**src/include/fp_pipe_cfg.svh**
```systemverilog
`ifndef FP_PIPE_CFG_SVH
`define FP_PIPE_CFG_SVH

// Width of an FP register and of every data word in the pipeline
`define FP_XLEN 32

// Set to 1 to build the EX and MEM bypass paths into ID operand selection
`define FP_FWD_FP 1

// Set to 1 so a register file read sees the WB write of the same cycle
`define FP_FWD_REGFILE 1

// Memory type encodings. SRAM returns load data in MEM and BRAM only in WB
`define FP_MEM_TYPE_SRAM 0
`define FP_MEM_TYPE_BRAM 1
`define FP_MEM_TYPE `FP_MEM_TYPE_SRAM

`endif

```
**src/rtl/fp_isa_pkg.sv**
```systemverilog
`default_nettype none

`include "fp_pipe_cfg.svh"

package fp_isa_pkg;

  // Operation kinds that reach the FP pipeline
  typedef enum logic {
    FP_OP_LOAD    = 1'b0,
    FP_OP_COMPUTE = 1'b1
  } fp_op_e;

  typedef logic [4:0]          fp_reg_t;
  typedef logic [`FP_XLEN-1:0] fp_data_t;

  // Pre-decoded FP instruction as it sits in ID
  // A load carries the word the data memory would have returned
  typedef struct packed {
    fp_op_e   op;
    fp_reg_t  rd;
    fp_reg_t  rs1;
    fp_reg_t  rs2;
    fp_reg_t  rs3;
    logic     rs1_used;
    logic     rs2_used;
    logic     rs3_used;
    logic     reg_write;
    fp_data_t load_data;
  } fp_instr_t;

endpackage

`default_nettype wire

```
**src/rtl/fp_pipe_pkg.sv**
```systemverilog
`default_nettype none

package fp_pipe_pkg;

  import fp_isa_pkg::*;

  // ID/EX payload
  // Operands are already resolved through the bypass network in ID
  // Index 0 holds rs1, index 1 rs2 and index 2 rs3
  typedef struct packed {
    logic                 valid;
    fp_op_e               op;
    fp_reg_t              rd;
    logic                 reg_write;
    fp_data_t [2:0]       opnd;
    fp_data_t             load_data;
  } ex_stage_t;

  // EX/MEM payload
  // For a load the result already holds the memory word
  typedef struct packed {
    logic     valid;
    logic     is_load;
    fp_reg_t  rd;
    logic     reg_write;
    fp_data_t result;
  } mem_stage_t;

  // MEM/WB payload and the retirement record at the top level ports
  typedef struct packed {
    logic     valid;
    logic     is_load;
    fp_reg_t  rd;
    logic     reg_write;
    fp_data_t result;
  } wb_stage_t;

endpackage

`default_nettype wire

```
**src/rtl/fp_stage_reg.sv**
```systemverilog
`timescale 1ns/1ps
`default_nettype none

// One pipeline boundary register
// The payload type must carry a valid bit named valid
module fp_stage_reg
  import fp_pipe_pkg::*;
#(
  parameter type payload_t = mem_stage_t
) (
  input  wire logic     clk,
  input  wire logic     arst_n,
  input  wire logic     bubble,
  input  wire payload_t d,
  output payload_t      q
);

  always_ff @(posedge clk or negedge arst_n) begin
    if (!arst_n) begin
      // Every stage starts out empty
      q <= '0;
    end else begin
      q <= d;
      // A bubble keeps the fields but marks the slot as empty
      if (bubble) begin
        q.valid <= 1'b0;
      end
    end
  end

endmodule

`default_nettype wire

```
**src/rtl/fp_hazard.sv**
```systemverilog
`timescale 1ns/1ps
`default_nettype none

`include "fp_pipe_cfg.svh"

// Data hazard detection for the FP instruction in ID
// Produces the level that holds the instruction in ID and sends a bubble to EX
module fp_hazard
  import fp_isa_pkg::*;
  import fp_pipe_pkg::*;
#(
  parameter int fwd_fp      = `FP_FWD_FP,
  parameter int fwd_regfile = `FP_FWD_REGFILE,
  parameter int mem_type    = `FP_MEM_TYPE
) (
  input  wire fp_instr_t  id_instr,
  input  wire ex_stage_t  ex_stage,
  input  wire mem_stage_t mem_stage,
  input  wire wb_stage_t  wb_stage,
  input  wire logic       control_flush,
  output logic            fp_data_hazard_id
);

  // True when any source that ID actually reads names the given register
  function automatic logic src_hit(fp_instr_t ins, fp_reg_t rd);
    src_hit = (ins.rs1_used && (ins.rs1 == rd)) ||
              (ins.rs2_used && (ins.rs2 == rd)) ||
              (ins.rs3_used && (ins.rs3 == rd));
  endfunction

  logic ex_hit;
  logic mem_hit;
  logic wb_hit;
  logic ex_load_use;
  logic mem_load_use;
  logic stall;

  // RAW matches against every older instruction that will write an FP register
  assign ex_hit  = ex_stage.valid && ex_stage.reg_write && src_hit(id_instr, ex_stage.rd);
  assign mem_hit = mem_stage.valid && mem_stage.reg_write &&
                   src_hit(id_instr, mem_stage.rd);
  assign wb_hit  = wb_stage.valid && wb_stage.reg_write && src_hit(id_instr, wb_stage.rd);

  // A load in EX never has its data ready for ID
  assign ex_load_use  = ex_hit && (ex_stage.op == FP_OP_LOAD);

  // BRAM returns the word only at the end of MEM so ID has to wait one more cycle
  assign mem_load_use = mem_hit && mem_stage.is_load && (mem_type == `FP_MEM_TYPE_BRAM);

  always_comb begin
    stall = 1'b0;
    if (fwd_fp != 0) begin
      // Compute results and SRAM loads reach ID through the bypass
      stall = ex_load_use || mem_load_use;
    end else begin
      // No bypass at all so any pending writer blocks ID
      stall = ex_hit || mem_hit;
    end
    // The WB write is only visible in the same cycle when the register file passes it on
    if ((fwd_regfile == 0) && wb_hit) begin
      stall = 1'b1;
    end
  end

  // A flushed instruction never waits
  assign fp_data_hazard_id = stall && !control_flush;

endmodule

`default_nettype wire

```
**src/rtl/fp_execute.sv**
```systemverilog
`timescale 1ns/1ps
`default_nettype none

`include "fp_pipe_cfg.svh"

// ID operand bypass and the EX result of the stand-in datapath
module fp_execute
  import fp_isa_pkg::*;
  import fp_pipe_pkg::*;
#(
  parameter int fwd_fp   = `FP_FWD_FP,
  parameter int mem_type = `FP_MEM_TYPE
) (
  input  wire fp_instr_t      id_instr,
  input  wire fp_data_t [2:0] rf_data,
  input  wire ex_stage_t      ex_stage,
  input  wire mem_stage_t     mem_stage,
  output fp_data_t [2:0]      id_operands,
  output fp_data_t            ex_result
);

  fp_reg_t [2:0] src;
  logic    [2:0] used;
  logic          ex_fwd_ok;
  logic          mem_fwd_ok;

  assign src  = {id_instr.rs3, id_instr.rs2, id_instr.rs1};
  assign used = {id_instr.rs3_used, id_instr.rs2_used, id_instr.rs1_used};

  // Loads pass the memory word and compute sums all three operands with wrap
  assign ex_result = (ex_stage.op == FP_OP_LOAD) ? ex_stage.load_data :
                     ex_stage.opnd[0] + ex_stage.opnd[1] + ex_stage.opnd[2];

  // Only a compute result is ready in EX
  assign ex_fwd_ok  = ex_stage.valid && ex_stage.reg_write && (ex_stage.op == FP_OP_COMPUTE);

  // MEM loads can be bypassed only when the memory answers within MEM
  assign mem_fwd_ok = mem_stage.valid && mem_stage.reg_write &&
                      (!mem_stage.is_load || (mem_type == `FP_MEM_TYPE_SRAM));

  always_comb begin
    for (int i = 0; i < 3; i++) begin
      id_operands[i] = rf_data[i];
      if (fwd_fp != 0) begin
        // EX is checked last so the youngest writer wins
        if (mem_fwd_ok && (mem_stage.rd == src[i])) id_operands[i] = mem_stage.result;
        if (ex_fwd_ok && (ex_stage.rd == src[i])) id_operands[i] = ex_result;
      end
      // A source the instruction does not read contributes zero to the sum
      if (!used[i]) begin
        id_operands[i] = '0;
      end
    end
  end

endmodule

`default_nettype wire

```
**src/rtl/fp_regfile.sv**
```systemverilog
`timescale 1ns/1ps
`default_nettype none

`include "fp_pipe_cfg.svh"

// FP register file with one write port from WB and three read ports for ID
module fp_regfile
  import fp_isa_pkg::*;
  import fp_pipe_pkg::*;
#(
  parameter int fwd_regfile = `FP_FWD_REGFILE
) (
  input  wire logic      clk,
  input  wire logic      arst_n,
  input  wire wb_stage_t wr,
  input  wire fp_reg_t   rs1,
  input  wire fp_reg_t   rs2,
  input  wire fp_reg_t   rs3,
  output fp_data_t       rd1,
  output fp_data_t       rd2,
  output fp_data_t       rd3
);

  fp_data_t regs [32];
  logic     wr_en;

  // Unlike the integer file, f0 is an ordinary register
  assign wr_en = wr.valid && wr.reg_write;

  // Read with optional pass-through of the write in flight
  function automatic fp_data_t read_port(fp_reg_t idx);
    if ((fwd_regfile != 0) && wr_en && (wr.rd == idx)) begin
      read_port = wr.result;
    end else begin
      read_port = regs[idx];
    end
  endfunction

  always_ff @(posedge clk or negedge arst_n) begin
    if (!arst_n) begin
      // All registers read as zero after reset
      for (int i = 0; i < 32; i++) begin
        regs[i] <= '0;
      end
    end else if (wr_en) begin
      regs[wr.rd] <= wr.result;
    end
  end

  assign rd1 = read_port(rs1);
  assign rd2 = read_port(rs2);
  assign rd3 = read_port(rs3);

endmodule

`default_nettype wire

```
**src/rtl/fp_pipe_top.sv**
```systemverilog
`timescale 1ns/1ps
`default_nettype none

`include "fp_pipe_cfg.svh"

// FP side of a four-stage ID/EX/MEM/WB pipeline
// ID is the instruction on the input port and the three registers hold EX, MEM and WB
module fp_pipe_top
  import fp_isa_pkg::*;
  import fp_pipe_pkg::*;
(
  input  wire logic      clk,
  input  wire logic      arst_n,
  input  wire logic      instr_valid,
  input  wire fp_instr_t instr,
  input  wire logic      control_flush,
  output logic           id_stall,
  output logic           retire_valid,
  output wb_stage_t      retire
);

  fp_instr_t      id_instr;
  fp_data_t [2:0] rf_data;
  fp_data_t [2:0] id_operands;
  fp_data_t       ex_result;
  ex_stage_t      ex_d;
  ex_stage_t      ex_q;
  mem_stage_t     mem_d;
  mem_stage_t     mem_q;
  wb_stage_t      wb_d;
  wb_stage_t      wb_q;

  // An empty ID slot reads nothing and writes nothing so it cannot raise a hazard
  always_comb begin
    id_instr = instr;
    if (!instr_valid) begin
      id_instr.rs1_used  = 1'b0;
      id_instr.rs2_used  = 1'b0;
      id_instr.rs3_used  = 1'b0;
      id_instr.reg_write = 1'b0;
    end
  end

  fp_hazard #(
    .fwd_fp      (`FP_FWD_FP),
    .fwd_regfile (`FP_FWD_REGFILE),
    .mem_type    (`FP_MEM_TYPE)
  ) u_hazard (
    .id_instr          (id_instr),
    .ex_stage          (ex_q),
    .mem_stage         (mem_q),
    .wb_stage          (wb_q),
    .control_flush     (control_flush),
    .fp_data_hazard_id (id_stall)
  );

  fp_regfile #(
    .fwd_regfile (`FP_FWD_REGFILE)
  ) u_regfile (
    .clk    (clk),
    .arst_n (arst_n),
    .wr     (wb_q),
    .rs1    (id_instr.rs1),
    .rs2    (id_instr.rs2),
    .rs3    (id_instr.rs3),
    .rd1    (rf_data[0]),
    .rd2    (rf_data[1]),
    .rd3    (rf_data[2])
  );

  fp_execute #(
    .fwd_fp   (`FP_FWD_FP),
    .mem_type (`FP_MEM_TYPE)
  ) u_execute (
    .id_instr    (id_instr),
    .rf_data     (rf_data),
    .ex_stage    (ex_q),
    .mem_stage   (mem_q),
    .id_operands (id_operands),
    .ex_result   (ex_result)
  );

  // A flushed instruction enters EX as an empty slot
  // A stall turns the slot into a bubble inside the stage register
  always_comb begin
    ex_d.valid     = instr_valid && !control_flush;
    ex_d.op        = id_instr.op;
    ex_d.rd        = id_instr.rd;
    ex_d.reg_write = id_instr.reg_write;
    ex_d.opnd      = id_operands;
    ex_d.load_data = id_instr.load_data;
  end

  fp_stage_reg #(.payload_t(ex_stage_t)) u_id_ex (
    .clk (clk), .arst_n (arst_n), .bubble (id_stall), .d (ex_d), .q (ex_q)
  );

  // MEM does no work of its own since the load word already rides in the payload
  always_comb begin
    mem_d.valid     = ex_q.valid;
    mem_d.is_load   = (ex_q.op == FP_OP_LOAD);
    mem_d.rd        = ex_q.rd;
    mem_d.reg_write = ex_q.reg_write;
    mem_d.result    = ex_result;
  end

  // Nothing stalls past ID so the later boundaries always advance
  fp_stage_reg #(.payload_t(mem_stage_t)) u_ex_mem (
    .clk (clk), .arst_n (arst_n), .bubble (1'b0), .d (mem_d), .q (mem_q)
  );

  always_comb begin
    wb_d.valid     = mem_q.valid;
    wb_d.is_load   = mem_q.is_load;
    wb_d.rd        = mem_q.rd;
    wb_d.reg_write = mem_q.reg_write;
    wb_d.result    = mem_q.result;
  end

  fp_stage_reg #(.payload_t(wb_stage_t)) u_mem_wb (
    .clk (clk), .arst_n (arst_n), .bubble (1'b0), .d (wb_d), .q (wb_q)
  );

  // Retirement is the register file write of this cycle
  assign retire       = wb_q;
  assign retire_valid = wb_q.valid && wb_q.reg_write;

endmodule

`default_nettype wire

```
**config.mk**
```make
export PLATFORM = sky130hd
export DESIGN_NAME = fp_pipe_top
export DESIGN_NICKNAME = d
export VERILOG_FILES = /design/src/rtl/fp_isa_pkg.sv /design/src/rtl/fp_pipe_pkg.sv /design/src/rtl/fp_stage_reg.sv /design/src/rtl/fp_hazard.sv /design/src/rtl/fp_execute.sv /design/src/rtl/fp_regfile.sv /design/src/rtl/fp_pipe_top.sv
export VERILOG_INCLUDE_DIRS = /design/src /design/src/include
export SDC_FILE = /design/constraint.sdc
export NUM_CORES = 2
export LEC_CHECK = 0
export ABC_CLOCK_PERIOD_IN_PS = 3870
export BUFFER_PORTS_ARGS = -buffer_cell sky130_fd_sc_hd__clkbuf_2
export CORE_MARGIN = 2
export CORE_UTILIZATION = 26
export CTS_CLUSTER_DIAMETER = 50
export DETAILED_ROUTE_END_ITERATION = 10
export HOLD_SLACK_MARGIN = 0.08
export PLACE_DENSITY_LB_ADDON = 0.15
export SLEW_MARGIN = 5
export SYNTH_ARGS = -nofsm -noshare
export SYNTH_HDL_FRONTEND = slang
export SYNTH_HIERARCHICAL = 1
export SYNTH_SLANG_ARGS = --single-unit
```
**constraint.sdc**
```tcl
create_clock -name clk -period 3.87 [get_ports clk]
set_input_delay 0.387 -clock clk [delete_from_list [all_inputs] [get_ports clk]]
set_output_delay 0.387 -clock clk [all_outputs]
set_load 0.05 [all_outputs]
```
---- Word-level counts from Yosys, hierarchy flattened ----
Index checks and enable logic that the tools add are counted.
word-level totals
  logic and storage cells ................. 125
  bits in registers ....................... 1240
  output and inout bits ................... 42
operators by class
  add/sub/neg operators ................... 2
  equality and inequality tests ........... 12
  $lt $le $gt $ge ......................... 5
  muxes and demuxes ....................... 27
  reductions and logical operators ........ 24
  bitwise gates (word level) .............. 5
operators with widths
  operator                                                    number
  bitwise mux 1024 bit                                        1
  two-way mux 32 bit                                          20
  binary-select mux 32 bit (select 5 bit)                     3
  demux 32 bit (select 5 bit)                                 1
  adder 32 bit                                                2
  == test 5 bit                                               12
  greater-or-equal comparator 6 bit, second input constant    4
  inverter 5 -> 6 bit                                         4
  logical AND 1 bit                                           21
  less-than comparator 6 x 1 -> 1 bit, second input constant  1
  two-way mux 4 bit                                           1
  logical OR 1 bit                                            2
  logical NOT 1 bit                                           1
  two-way mux 1 bit                                           1
  inverter 1 bit                                              1

---- Logic depth before layout (Yosys ltp) ----
  word-level depth ........................ 8
  depth in mapped cells ................... 11
  mapped depth without buffers ............ 10

---- Modules after synthesis ----
Netlist, hierarchy kept.
modules (own cells, without submodules)
  module                       sequential area each (um^2)  cells each  times used  area each (um^2)
  fp_regfile                   25624.6                      4206        1           63246.9
  fp_execute                   0.0                          780         1           5874.4
  fp_stage_reg (u_id_ex)       3403.3                       137         1           3417.0
  fp_stage_reg (u_ex_mem ...)  1001.0                       41          2           1014.7
  fp_hazard                    0.0                          24          1           183.9
  fp_pipe_top                  0.0                          8           1           47.5

---- Worst setup path after synthesis ----
Ideal clock, no wire load.
  kind .................................... reg2reg
  start ................................... reg u_id_ex/q[33] in the netlist's numbering
  end ..................................... reg u_id_ex/q[63] in the netlist's numbering
  setup time .............................. 0.124 ns
  cell stages (with the launch flop) ...... 11
  data arrival time ....................... 2.778 ns
  setup slack ............................. 0.968 ns
  clock period less this slack ............ 2.902 ns
  cell sequence ........................... dfrtp_1 > fa_1 > ha_1 > fa_1 > a21oi_1 > nand4b_4 > a2111oi_4 > o31ai_4 > o211ai_2 > and3_2 > o31a_1
RTL lines
  item                RTL line            text
  start: declaration  fp_stage_reg.sv:15  output payload_t q

---- Worst setup path after layout ----
  start ................................... reg u_id_ex/q[35] in the netlist's numbering
  end ..................................... reg u_ex_mem/q[24] in the netlist's numbering
on the way
  cells in the longest elaborated chain, start to end .. 3
RTL lines
  item                       RTL line            text
  adder 32 bit (2 in a row)  fp_execute.sv:32    ex_stage.opnd[0] + ex_stage.opnd[1] + ex_stage.opnd[2];
  two-way mux 32 bit         fp_execute.sv:31    assign ex_result = (ex_stage.op == FP_OP_LOAD) ? ex_stage.load_data :
  named net ex_result[24]    fp_pipe_top.sv:25   fp_data_t ex_result;
  end: declaration           fp_stage_reg.sv:15
The timed path passes the listed nets, and every way through them passes these cells.
A chain may end at the register's enable or synchronous reset.

==> results by group <==
Yosys
  – Flops & latches, synth: 1240
  – Most frequent cells after synthesis: dfrtp_1 (1240), mux2_2 (1068), mux4_2 (768)
  – Syn. warnings: 6
  – Most common cell in the synthesized netlist: dfrtp_1
  – Post-synth top area cell: dfrtp_1
  – Ys flop type: dfrtp_1
  – Synthesized area: 74800 sq um
  – Post-synthesis cell count: 5237
  – Async SR Flop Fraction: 100%
  – Post-synth top area share: 41.5%
  – Synth top area cells: dfrtp_1 (41%), mux4_2 (23%), mux2_2 (16%)
  – Syn Area/Cell: 14.3 sq um
  – Synth unique cells: 89
  – Sequential-to-total area share from yosys stat: 41.5%
  – EDFF count, synth: 0

Drt
  – Final wirelength: 333000 um
  – Vias per inst: 5.72
  – DR DRC count: 0
  – Post-DR wirelength/cell: 35.8 um
  – Initial DRT Pass Iterations: 6
  – Drt initial violations: 5156
  – Antenna viol nets, final: 0
  – Vias: 53300

Final layout
  – Filler cells: 28200
  – Register area: 31000 sq um
  – Area Growth Syn to Fin: 19.0%
  – Non-Filler Instances: 9314
  – Nets: 5517
  – Area of the multi-input gates: 41200 sq um
  – Layout cells sized above 1: 49.4%

STA
  – Fin crit share: 93.5%
  – Slew Limit Headroom: 17.0%
  – Final Hold Fails: 0
  – Min Hold Slack: 142 ps
  – Final min period: 3620 ps
  – Unrepaired setup endpoints after global routing: false
  – Worst slew pin tran: 1240 ps
  – Layout Skew: 63.4 ps
  – Setup TNS: 0 ps
  – Pins over their slew limit: 0
  – Setup violations, final: 0
  – Max Clk Rate: 276 MHz

Power
  – Seq pwr share: 37.3%
  – Clock share of power: 51.1%
  – Combinational Power Share: 11.7%
  – Cell Pwr Density: 412 nW/um^2
  – Net Sw Frac: 28.2%
  – Leak Pwr: 39.3 nW
  – Internal Pwr Total: 26.3 mW
  – P_sw: 10.3 mW
  – Worst vdd ir: 0.414 mV

GRT
  – Initial antenna violation count: 14
  – Largest net degree at the start of global routing: 135
  – Gr ovfl total: 0
  – GRT Total Usage: 22.6%
  – Number of global-route vias before repair: 54700
  – First-pass GRT wire length: 463000 um

Clock network
  – Clock buffer depth: 4
  – CTS Buf Count: 202
  – Root buffer cell: clkbuf_16
  – Htree depth: 4
  – Clock Sink Count: 1240
  – CTS tree: done
  – Clk pin slew, worst setup/hold paths: 60 ps
  – Post-CTS setup buffer count: 0
  – Clk Latency, worst-skew pair: 890 ps

Floorplan
  – Initial core utilization: 26.2%
  – Rows: 196
  – Die width: 540 um
  – Die area: 292000 sq um
  – Die height: 540 um
  – Core footprint: 286000 sq um
  – IO Pins: 103

Worst setup path
  – Cell mode on critical path: o21ai_0
  – Worst Path Required: 4580 ps
  – End of the worst register-to-register path: u_ex_mem/q[24]$_DFF_PN0_
  – Critical path, cell by cell: fa_1, ha_1, o21ai_0, o21ai_0, nand4_1, o211ai_1, mux2i_1, a21oi_1, o21ai_0
  – CP max stage delay: 690 ps
  – CP max-delay cell: o21ai_0
  – Worst Reg2Reg Path Length in Cells: 9
  – Max FO, Critical Path: 4
  – Crit. End Element: register
  – Crit path launch type: register
  – CP Class: register to register
  – Crit path DAT: 4320 ps
  – Worst flop-to-flop path startpoint: u_id_ex/q[35]$_DFF_PN0_
  – Reg2Reg Setup Slack: 250 ps

Job
  – Max Cap Viol: 0

Hold path
  – WHS Endpoint: u_id_ex/q[9]$_DFF_PN0_
  – Hold Startpoint: instr[9]
  – Hold crit path type: input port to register
  – Worst hold stages: 2

Placed design
  – Buffers added on ports: 102
  – GP Congestion: 0.848
  – Final HPWL DP: 203000 um
  – Dpl cells: 8908

Status
  – Status: complete, no violations
-- routing by layer --
metal / routed length, um / track usage, % / share of wire, %
met4: 13300 / 8.30 / 4.0
met3: 23100 / 4.55 / 6.9
met1: 150000 / 31.8 / 45
met5: 68 / 0.164 / 0.020
met2: 147000 / 34.1 / 44
-- sequential cells by signal, summed over array words and instances (netlist names) --
| name | count |
|---|---|
| u_ex_mem/q | 40 |
| u_id_ex/q | 136 |
| u_mem_wb/q | 40 |
| u_regfile/regs | 1024 |
-- cells in the final DEF, fill, tap and decap left out, types with 26 or more instances in the layout --
cell              n
nand3_1         112
inv_1            30
nor2_1           65
clkbuf_16       203
buf_4           263
mux2_2         1068
mux4_2          768
a211oi_1        137
dfrtp_1        1239
ha_1             30
clkinvlp_4       26
nand2_1          65
buf_12          104
xnor2_1          30
o31ai_1          93
dlygate4sd3_1    43
fa_1             32
mux2i_1         150
o22ai_1         186
a211o_1          93
xor2_1           48
o21ai_0          66
nor2b_1         100
clkbuf_8         30
clkbuf_2         92
a21oi_1          80
-- cell type report --
| cell class | instances | share of cell area [%] |
|---|---|---|
| Timing Repair Buffer | 511 | 5.71 |
| Inverter | 30 | 0.127 |
| Tap cell | 3762 | 5.29 |
| Antenna cell | 3 | 0.00844 |
| Sequential cell | 1240 | 34.9 |
| Clock buffer | 254 | 6.26 |
| Clock inverter | 105 | 1.44 |
| Multi-Input combinational cell | 3409 | 46.3 |
-- worst max-delay path by stage --
stage	startpoint	to	slack [ps]	cells after the start
final	u_id_ex/q[35]$_DFF_PN0_	u_ex_mem/q[24]$_DFF_PN0_	250	9
after global routing	u_id_ex/q[37]$_DFF_PN0_	u_id_ex/q[62]$_DFF_PN0_	100	9
after CTS	u_id_ex/q[35]$_DFF_PN0_	u_id_ex/q[86]$_DFF_PN0_	270	9
after detailed placement	u_id_ex/q[35]$_DFF_PN0_	u_id_ex/q[86]$_DFF_PN0_	290	9
after global placement	u_id_ex/q[35]$_DFF_PN0_	u_id_ex/q[60]$_DFF_PN0_	100	9
after floorplan	u_id_ex/q[33]$_DFF_PN0_	u_id_ex/q[63]$_DFF_PN0_	970	10
-- power groups by stage --
stage	logic, mW	registers (mW)	clock network (mW)
6_report	4.27	13.7	18.7
5_1_grt	4.50	13.7	19.7
4_1_cts	4.28	13.6	19.1
3_5_place_dp	4.22	13.9	0
3_3_place_gp	4.22	13.9	0
2_1_floorplan	2.17	13.8	0
-- logic make-up (layout without fill, tap and decap cells) --
kind of cell | count (synthesis) | in the layout | synth area share [%]
and+or+nand+nor | 508 | 508 | 3.69
adders and majority gates | 62 | 62 | 1.36
DFF | 1240 | 1240 | 41.5
buffers and inverters | 589 | 900 | 3.92
AOI/OAI and AO/OA | 760 | 760 | 7.19
other | 1 | 5 | 0.00501
muxes | 1997 | 1997 | 41.4
xor gates and xnor gates | 80 | 80 | 0.972
-- metrics by stage --
step	setup slack (ps)	total power, mW	util [%]	area, sq um
6_report	252	36.6	31.1	89000
3_3_place_gp	100	18.1	28.6	81700
3_5_place_dp	294	18.1	28.6	81700
2_1_floorplan	968	16.0	-	74800
4_1_cts	275	37.0	31.1	89000
5_1_grt	98.1	37.9	31.1	89000
-- critical path, delay by kind of cell (launching register included) --
kind,cells,cell delay [ps]
flops,1,380
mux,1,150
simple gates,1,210
fa+ha+maj,2,850
compound gates,5,1860
-- timing repair --
item                      4_1_cts  5_1_grt
hold buffers                   44        0
hold endpoints to repair      830        0
gates resized for setup         0        0
Note: power is estimated with default switching activity, not from simulation.
